==> src/logic/memPkg.sv <==
package memPkg;

    // address split as entered on the panel
    localparam int AddrLoBits = 16;
    localparam int AddrHiBits = 9;

    // memory word width
    localparam int DataBits = 16;

    // last address written by a clear sweep
    localparam int ClearLastAddr = 63;

    typedef logic [AddrLoBits+AddrHiBits-1:0] memAddr_t;
    typedef logic [DataBits-1:0]              memData_t;

    // read data in the upper half and the field under edit in the lower half
    typedef logic [2*DataBits-1:0] dispWord_t;

    // operation carried with each request
    typedef enum logic {
        OpWrite,
        OpRead
    } memOp_t;

endpackage

==> src/logic/panelPkg.sv <==
package panelPkg;

    // width of one hex digit on the panel
    localparam int NibbleBits = 4;

    // one switch per hex digit of a 16-bit field
    localparam int DigitCount = 4;

    // debounced button code
    typedef logic [1:0] buttonCode_t;

    // no button pressed
    localparam buttonCode_t BtnNone    = 2'b00;
    // abort and go back to command selection
    localparam buttonCode_t BtnReset   = 2'b11;
    // step to next entry phase or issue
    localparam buttonCode_t BtnExecute = 2'b10;
    // rotate the selected command
    localparam buttonCode_t BtnCycle   = 2'b01;

    // command chosen at the select level
    typedef enum logic [1:0] {
        CmdClear,
        CmdWrite,
        CmdRead
    } cmdSel_t;

    // entry phase, shared by sequencer and register block
    typedef enum logic [2:0] {
        PhSelect,
        PhAddrLo,
        PhAddrHi,
        PhData,
        PhIssue,
        PhWaitRead,
        PhClear
    } phase_t;

endpackage
==> src/logic/memReqIf.sv <==
interface memReqIf import memPkg::*; ();

    // request handshake
    logic     valid;
    logic     ready;

    // payload held stable while valid and not ready
    memOp_t   op;
    memAddr_t addr;
    memData_t wrData;

    // request source side
    modport master (
        output valid,
        output op,
        output addr,
        output wrData,
        input  ready
    );

    // memory side
    modport slave (
        input  valid,
        input  op,
        input  addr,
        input  wrData,
        output ready
    );

endinterface

==> src/logic/inOutControl.sv <==
module inOutControl import panelPkg::*, memPkg::*; (
    input  logic                  sw,
    input  logic                  rstN,
    input  buttonCode_t           button,
    input  logic [DigitCount-1:0] digitSw,
    output logic                  memValid,
    input  logic                  memReady,
    output memOp_t                memOp,
    output memAddr_t              memAddr,
    output memData_t              memWrData,
    input  logic                  memRdValid,
    input  memData_t              memRdData,
    output dispWord_t             dispData
);

    // sequencer to register block
    phase_t   phase;
    logic     clearEntry;
    memAddr_t entryAddr;
    memData_t entryData;

    // request bundle toward the memory ports
    memReqIf reqBus ();

    cmdSequencer cmdSequencer_i (
        .sw         (sw),
        .rstN       (rstN),
        .button     (button),
        .phase      (phase),
        .clearEntry (clearEntry),
        .entryAddr  (entryAddr),
        .entryData  (entryData),
        .memRdValid (memRdValid),
        .req        (reqBus.master)
    );

    entryRegs entryRegs_i (
        .sw         (sw),
        .rstN       (rstN),
        .digitSw    (digitSw),
        .phase      (phase),
        .clearEntry (clearEntry),
        .memRdValid (memRdValid),
        .memRdData  (memRdData),
        .entryAddr  (entryAddr),
        .entryData  (entryData),
        .dispData   (dispData)
    );

    // memory side of the bundle onto plain ports
    assign memValid     = reqBus.valid;
    assign memOp        = reqBus.op;
    assign memAddr      = reqBus.addr;
    assign memWrData    = reqBus.wrData;
    assign reqBus.ready = memReady;

endmodule

==> src/logic/cmdSequencer.sv <==
module cmdSequencer import panelPkg::*, memPkg::*; (
    input  logic        sw,
    input  logic        rstN,
    input  buttonCode_t button,
    output phase_t      phase,
    output logic        clearEntry,
    input  memAddr_t    entryAddr,
    input  memData_t    entryData,
    input  logic        memRdValid,
    memReqIf.master     req
);

    // button edge detect
    buttonCode_t btnPrev;
    logic        btnEdge;
    logic        rstPress;
    logic        exePress;
    logic        cyclePress;

    // sequencer state
    phase_t   phaseReg;
    cmdSel_t  cmdReg;
    logic     validReg;
    memAddr_t sweepAddr;

    // request accepted this cycle
    logic xfer;

    // acts only on the step from idle to a code so a held code acts once
    assign btnEdge    = (btnPrev == BtnNone) && (button != BtnNone);
    assign rstPress   = btnEdge && (button == BtnReset);
    assign exePress   = btnEdge && (button == BtnExecute);
    assign cyclePress = btnEdge && (button == BtnCycle);

    assign xfer = validReg && req.ready;

    // entry fields start from zero on abort and on every new command
    assign clearEntry = rstPress || (exePress && (phaseReg == PhSelect));

    always_ff @(posedge sw or negedge rstN) begin
        if (!rstN) begin
            btnPrev <= BtnNone;
        end else begin
            btnPrev <= button;
        end
    end

    always_ff @(posedge sw or negedge rstN) begin
        if (!rstN) begin
            phaseReg  <= PhSelect;
            cmdReg    <= CmdClear;
            validReg  <= 1'b0;
            sweepAddr <= '0;
        end else if (rstPress) begin
            // abort wins over everything including a pending request
            phaseReg  <= PhSelect;
            cmdReg    <= CmdClear;
            validReg  <= 1'b0;
            sweepAddr <= '0;
        end else begin
            case (phaseReg)
                PhSelect: begin
                    if (cyclePress) begin
                        // clear, write, read, clear
                        case (cmdReg)
                            CmdClear: cmdReg <= CmdWrite;
                            CmdWrite: cmdReg <= CmdRead;
                            default:  cmdReg <= CmdClear;
                        endcase
                    end else if (exePress) begin
                        if (cmdReg == CmdClear) begin
                            // sweep starts at address 0 right away
                            phaseReg  <= PhClear;
                            sweepAddr <= '0;
                            validReg  <= 1'b1;
                        end else begin
                            phaseReg <= PhAddrLo;
                        end
                    end
                end
                PhAddrLo: begin
                    if (exePress) begin
                        phaseReg <= PhAddrHi;
                    end
                end
                PhAddrHi: begin
                    if (exePress) begin
                        if (cmdReg == CmdRead) begin
                            // read needs no data phase
                            phaseReg <= PhIssue;
                            validReg <= 1'b1;
                        end else begin
                            phaseReg <= PhData;
                        end
                    end
                end
                PhData: begin
                    if (exePress) begin
                        phaseReg <= PhIssue;
                        validReg <= 1'b1;
                    end
                end
                PhIssue: begin
                    // hold until accepted
                    if (xfer) begin
                        validReg <= 1'b0;
                        if (cmdReg == CmdRead) begin
                            phaseReg <= PhWaitRead;
                        end else begin
                            phaseReg <= PhSelect;
                        end
                    end
                end
                PhWaitRead: begin
                    // read word is captured by the register block
                    if (memRdValid) begin
                        phaseReg <= PhSelect;
                    end
                end
                PhClear: begin
                    // one write per accepted cycle while a stall keeps the address
                    if (xfer) begin
                        if (sweepAddr == memAddr_t'(ClearLastAddr)) begin
                            validReg  <= 1'b0;
                            sweepAddr <= '0;
                            phaseReg  <= PhSelect;
                        end else begin
                            sweepAddr <= sweepAddr + 1'b1;
                        end
                    end
                end
                default: begin
                    phaseReg <= PhSelect;
                    validReg <= 1'b0;
                end
            endcase
        end
    end

    assign phase = phaseReg;

    // request drive with zero data during the sweep
    assign req.valid  = validReg;
    assign req.op     = (cmdReg == CmdRead) ? OpRead : OpWrite;
    assign req.addr   = (phaseReg == PhClear) ? sweepAddr : entryAddr;
    assign req.wrData = (phaseReg == PhClear) ? '0 : entryData;

endmodule

==> src/logic/entryRegs.sv <==
module entryRegs import panelPkg::*, memPkg::*; (
    input  logic                  sw,
    input  logic                  rstN,
    input  logic [DigitCount-1:0] digitSw,
    input  phase_t                phase,
    input  logic                  clearEntry,
    input  logic                  memRdValid,
    input  memData_t              memRdData,
    output memAddr_t              entryAddr,
    output memData_t              entryData,
    output dispWord_t             dispData
);

    // previous switch sample for edge detect
    logic [DigitCount-1:0] swPrev;
    logic [DigitCount-1:0] swRise;

    // entered fields and last returned read word
    memAddr_t addrReg;
    memData_t dataReg;
    memData_t rdDataReg;

    // field shown in the lower display half
    memData_t editView;

    // 0 to 1 transitions only
    assign swRise = digitSw & ~swPrev;

    always_ff @(posedge sw or negedge rstN) begin
        if (!rstN) begin
            swPrev <= '0;
        end else begin
            swPrev <= digitSw;
        end
    end

    // nibble editing in the field picked by phase
    always_ff @(posedge sw or negedge rstN) begin
        if (!rstN) begin
            addrReg <= '0;
            dataReg <= '0;
        end else if (clearEntry) begin
            addrReg <= '0;
            dataReg <= '0;
        end else begin
            case (phase)
                PhAddrLo: begin
                    // one switch per low address nibble and F wraps to 0
                    for (int i = 0; i < DigitCount; i++) begin
                        if (swRise[i]) begin
                            addrReg[i*NibbleBits +: NibbleBits] <=
                                addrReg[i*NibbleBits +: NibbleBits] + 1'b1;
                        end
                    end
                end
                PhAddrHi: begin
                    // bits 19:16
                    if (swRise[0]) begin
                        addrReg[AddrLoBits +: NibbleBits] <=
                            addrReg[AddrLoBits +: NibbleBits] + 1'b1;
                    end
                    // bits 23:20
                    if (swRise[1]) begin
                        addrReg[AddrLoBits+NibbleBits +: NibbleBits] <=
                            addrReg[AddrLoBits+NibbleBits +: NibbleBits] + 1'b1;
                    end
                    // top address bit is a single toggle
                    if (swRise[2]) begin
                        addrReg[AddrLoBits+2*NibbleBits] <= ~addrReg[AddrLoBits+2*NibbleBits];
                    end
                    // switch 3 has no bits left here
                end
                PhData: begin
                    for (int i = 0; i < DigitCount; i++) begin
                        if (swRise[i]) begin
                            dataReg[i*NibbleBits +: NibbleBits] <=
                                dataReg[i*NibbleBits +: NibbleBits] + 1'b1;
                        end
                    end
                end
                default: begin
                end
            endcase
        end
    end

    // capture read return on the strobe
    always_ff @(posedge sw or negedge rstN) begin
        if (!rstN) begin
            rdDataReg <= '0;
        end else if (memRdValid) begin
            rdDataReg <= memRdData;
        end
    end

    // lower display half follows the phase
    always_comb begin
        case (phase)
            PhAddrHi: editView = memData_t'(addrReg[AddrLoBits +: AddrHiBits]);
            PhData:   editView = dataReg;
            default:  editView = addrReg[AddrLoBits-1:0];
        endcase
    end

    assign entryAddr = addrReg;
    assign entryData = dataReg;
    assign dispData  = {rdDataReg, editView};

endmodule

==> config.mk <==
export PLATFORM = sky130hd
export DESIGN_NAME = inOutControl
export DESIGN_NICKNAME = d
export VERILOG_FILES = /design/src/logic/memPkg.sv /design/src/logic/panelPkg.sv /design/src/logic/memReqIf.sv /design/src/logic/inOutControl.sv /design/src/logic/cmdSequencer.sv /design/src/logic/entryRegs.sv
export SDC_FILE = /design/constraint.sdc
export NUM_CORES = 1
export LEC_CHECK = 0
export BUFFER_PORTS_ARGS = -buffer_cell sky130_fd_sc_hd__buf_2
export CAP_MARGIN = 20
export CORE_MARGIN = 2
export CORE_UTILIZATION = 25
export CTS_BUF_LIST = sky130_fd_sc_hd__clkbuf_8
export DETAILED_ROUTE_END_ITERATION = 10
export SKIP_CTS_REPAIR_TIMING = 1
export SYNTH_ARGS = -nofsm -noshare
export SYNTH_HDL_FRONTEND = slang
export SYNTH_SLANG_ARGS = --single-unit
==> constraint.sdc <==
create_clock -name sw -period 3.1 [get_ports sw]
set_input_delay 0.465 -clock sw [delete_from_list [all_inputs] [get_ports sw]]
set_output_delay 0.465 -clock sw [all_outputs]
set_load 0.03 [all_outputs]
==> summary.md <==
| Metric | Value |
|---|---|
| Outcome | completed |
| Post-route setup slack | 0.350 ns |
| Finished Layout Cells | 900 |
| First-pass GRT wire length | 21.7 mm |
| Worst Tran Pin Value | 0.750 ns |
| Share of cells above drive strength 1 | 0.282 |
| Antenna-violating nets left | 0 |
| Synth cell types | 47 |
| Clk_lat worst skew | 0.40 ns |
| Slew headroom | 0.500 |
| Number of global-route vias before repair | 4029 |
| Clock sinks | 94 |
| FMAX | 364 MHz |
| Post-synthesis cell area | 0.00525 mm^2 |
| Row cnt | 53 |
| Initial antenna violation count | 0 |
| Synth area leaders | dfrtp_1 45%, mux2_2 9.2%, nor2_1 5.1% |
| Die area | 0.0222 mm^2 |
| Critical path class | reg2reg |
| CP arrival | 3.08 ns |
| Top FF cell, synth | dfrtp_1 |
| P&R area growth vs syn | 19.3% |
| Post-Route Setup TNS | 0 ns |
| WP data required | 3.42 ns |
| DRT iter0 DRCs | 218 |
| Initial core utilization | 0.252 |
| Routed WL per cell | 14.8 um |
| Synth top area share | 0.448 |
| Asr flop ratio synth | 1.00 |
| Leading area contributor after synthesis | dfrtp_1 |
| Slew Viols, Final | 0 |
| Reg2reg start | cmdSequencer_i.phase[1] |
| Vias | 4141 |
| Pleak | 2.91 nW |
| Final #Nets | 657 |
| CTS Root Cell | clkbuf_8 |
| Commonest non-fill, non-tap cell in the layout | buf_2 |
| Placer congestion estimate | 0.827 |
| Peak supply drop | 0.323 mV |
| 1st-pass router iterations | 4 |
| Final min period | 2.75 ns |
| Crit-path max FO | 19 |
| Worst setup SP type | flop |
| Critical R2R Capture | cmdSequencer_i.sweepAddr[8] |
| Finished Cell Area | 0.00627 mm^2 |
| GRT overflow | 0 |
| Core area | 0.0208 mm^2 |
| Fin. Hold Viols | 0 |
| Worst-case reg-to-reg path depth | 5 |
| Register area share after synthesis | 0.448 |
| CTS Buffer Depth | 2 |
| Clock skew | 0.0145 ns |
| Post-synth net total | 569 |
| Final setup viols | 0 |
| Total of max-cap violations | 0 |
| DR DRC count | 0 |
| Power Dens Cells | 755 mW/mm^2 |
| Mapped Cells | 532 |
| RSZ-0062 raised after global routing | false |
| Worst Hold Class | in2async |
| Die height | 149 um |
| CTS H-tree depth | 3 |
| Via/cell ratio | 4.60 |
| Fill cells | 2191 |
| Port Buf Inserts | 100 |
| Number of I/O pins | 101 |
| Largest net degree at the start of global routing | 55 |
| DP Worst Slack | 0.281 ns |
| Post-DP HPWL | 9.45 mm |
| Commonest cells after routing, fill and taps aside | 99 x buf_2, 94 x dfrtp_1, 71 x nor2_1 |
| CTS tree | built |
| Ys Warns | 0 |
| Clock Pin Slew Worst Setup and Hold Paths | 0.10 ns |
| CTS Buf Count | 9 |
| R2R Setup Slk | 0.35 ns |
| Finished Core Util | 0.301 |
| Avg Inst Size Synth | 9.88 um^2 |
| EDFF count, synth | 0 |
| Placed cells | 884 |
| GR Util All Layers | 0.126 |
| Synth Register Bits | 94 |
| Setup crit end kind | flop |
| Fin crit share | 0.887 |
| Drt total wl | 13.3 mm |
| N_diodes | 0 |
| Die X | 149 um |
| Area after DPL | 0.00604 mm^2 |
[worst max-delay path, cell delays in order (launching register included)]
cell	delay (ns)
dfrtp_1	0.52
or3_1	0.51
or4_1	0.81
and2_1	0.35
or3_1	0.36
a21oi_1	0.14
[area by class of cell]
cell class | instances | area, um^2 | share of cell area
clock inverter | 7 | 101 | 0.0162
tap | 275 | 344 | 0.0549
timing repair buffer | 111 | 598 | 0.0954
sequential | 94 | 2350 | 0.375
clock buffer | 9 | 124 | 0.0198
multi-input combinational | 400 | 2740 | 0.436
inverter | 4 | 15.0 | 0.00239
[synth_stat cells (3+ instances only)]
cell type and number:
dfrtp_1 94, nor2_1 71, nand2_1 51, mux2_2 43, o21ai_0 29, xnor2_1 28, clkbuf_1 25, xor2_1 22
and2_1 18, mux2i_1 18, nand4_1 17, ha_1 11, a21oi_1 10, a211oi_1 8, nand2b_1 7, nand3_1 7
nor2b_1 6, nor3_1 6, a22o_1 5, and4_1 5, nor4_1 5, and3_1 4, buf_2 4, inv_1 4
or3_1 4, a2111oi_2 3, buf_6 3
[flip-flops by register name (all words and copies together), names as in the netlist]
name and count:
cmdSequencer_i.sweepAddr 25, entryRegs_i.entryAddr 25, entryRegs_i.entryData 16, entryRegs_i.rdDataReg 16
entryRegs_i.swPrev 4, cmdSequencer_i.phase 3, cmdSequencer_i.btnPrev 2, cmdSequencer_i.cmdReg 2
cmdSequencer_i.req.valid 1
[metrics by stage]
| stage | total power [mW] | hold slack, ns |
|---|---|---|
| finish | 4.74 | 0.126 |
| global route | 5.06 | 0.167 |
| CTS | 4.80 | 0.145 |
| detailed placement | 3.81 | 0.490 |
| global placement | 3.78 | 0.483 |
| floorplan | 3.21 | 0.169 |
[power by group]
group | internal, mW | switching, mW | total [mW]
logic | 0.718 | 1.26 | 1.97
registers | 1.46 | 0.346 | 1.80
clock network | 0.466 | 0.494 | 0.960
[kinds of logic after synthesis]
family | synth area share
adders and majority gates | 0.0262
xor gates and xnor gates | 0.0834
DFF | 0.448
buffers and inverters | 0.0324
muxes | 0.126
AOI/OAI and AO/OA | 0.0905
and+or+nand+nor | 0.193
[metal layers]
metal,share of wire,GRT usage
met2,0.46,0.196
met1,0.48,0.173
met4,0.018,0.0452
met5,0,0
met3,0.041,0.0260
[worst max path at each step]
stage | startpoint | cells past startpoint | slack [ns] | to
after global routing | cmdSequencer_i.phase[1] | 5 | 0.18 | cmdSequencer_i.sweepAddr[8]
after detailed placement | button[1] | 6 | 0.28 | cmdSequencer_i.sweepAddr[8]
after CTS | cmdSequencer_i.phase[0] | 5 | 0.35 | memAddr[14]
after global placement | button[1] | 6 | 0.32 | cmdSequencer_i.sweepAddr[8]
after floorplan | cmdSequencer_i.phase[0] | 5 | 0.43 | dispData[7]
final | cmdSequencer_i.phase[1] | 5 | 0.35 | cmdSequencer_i.sweepAddr[8]
Power figures use the tool's default switching activity.
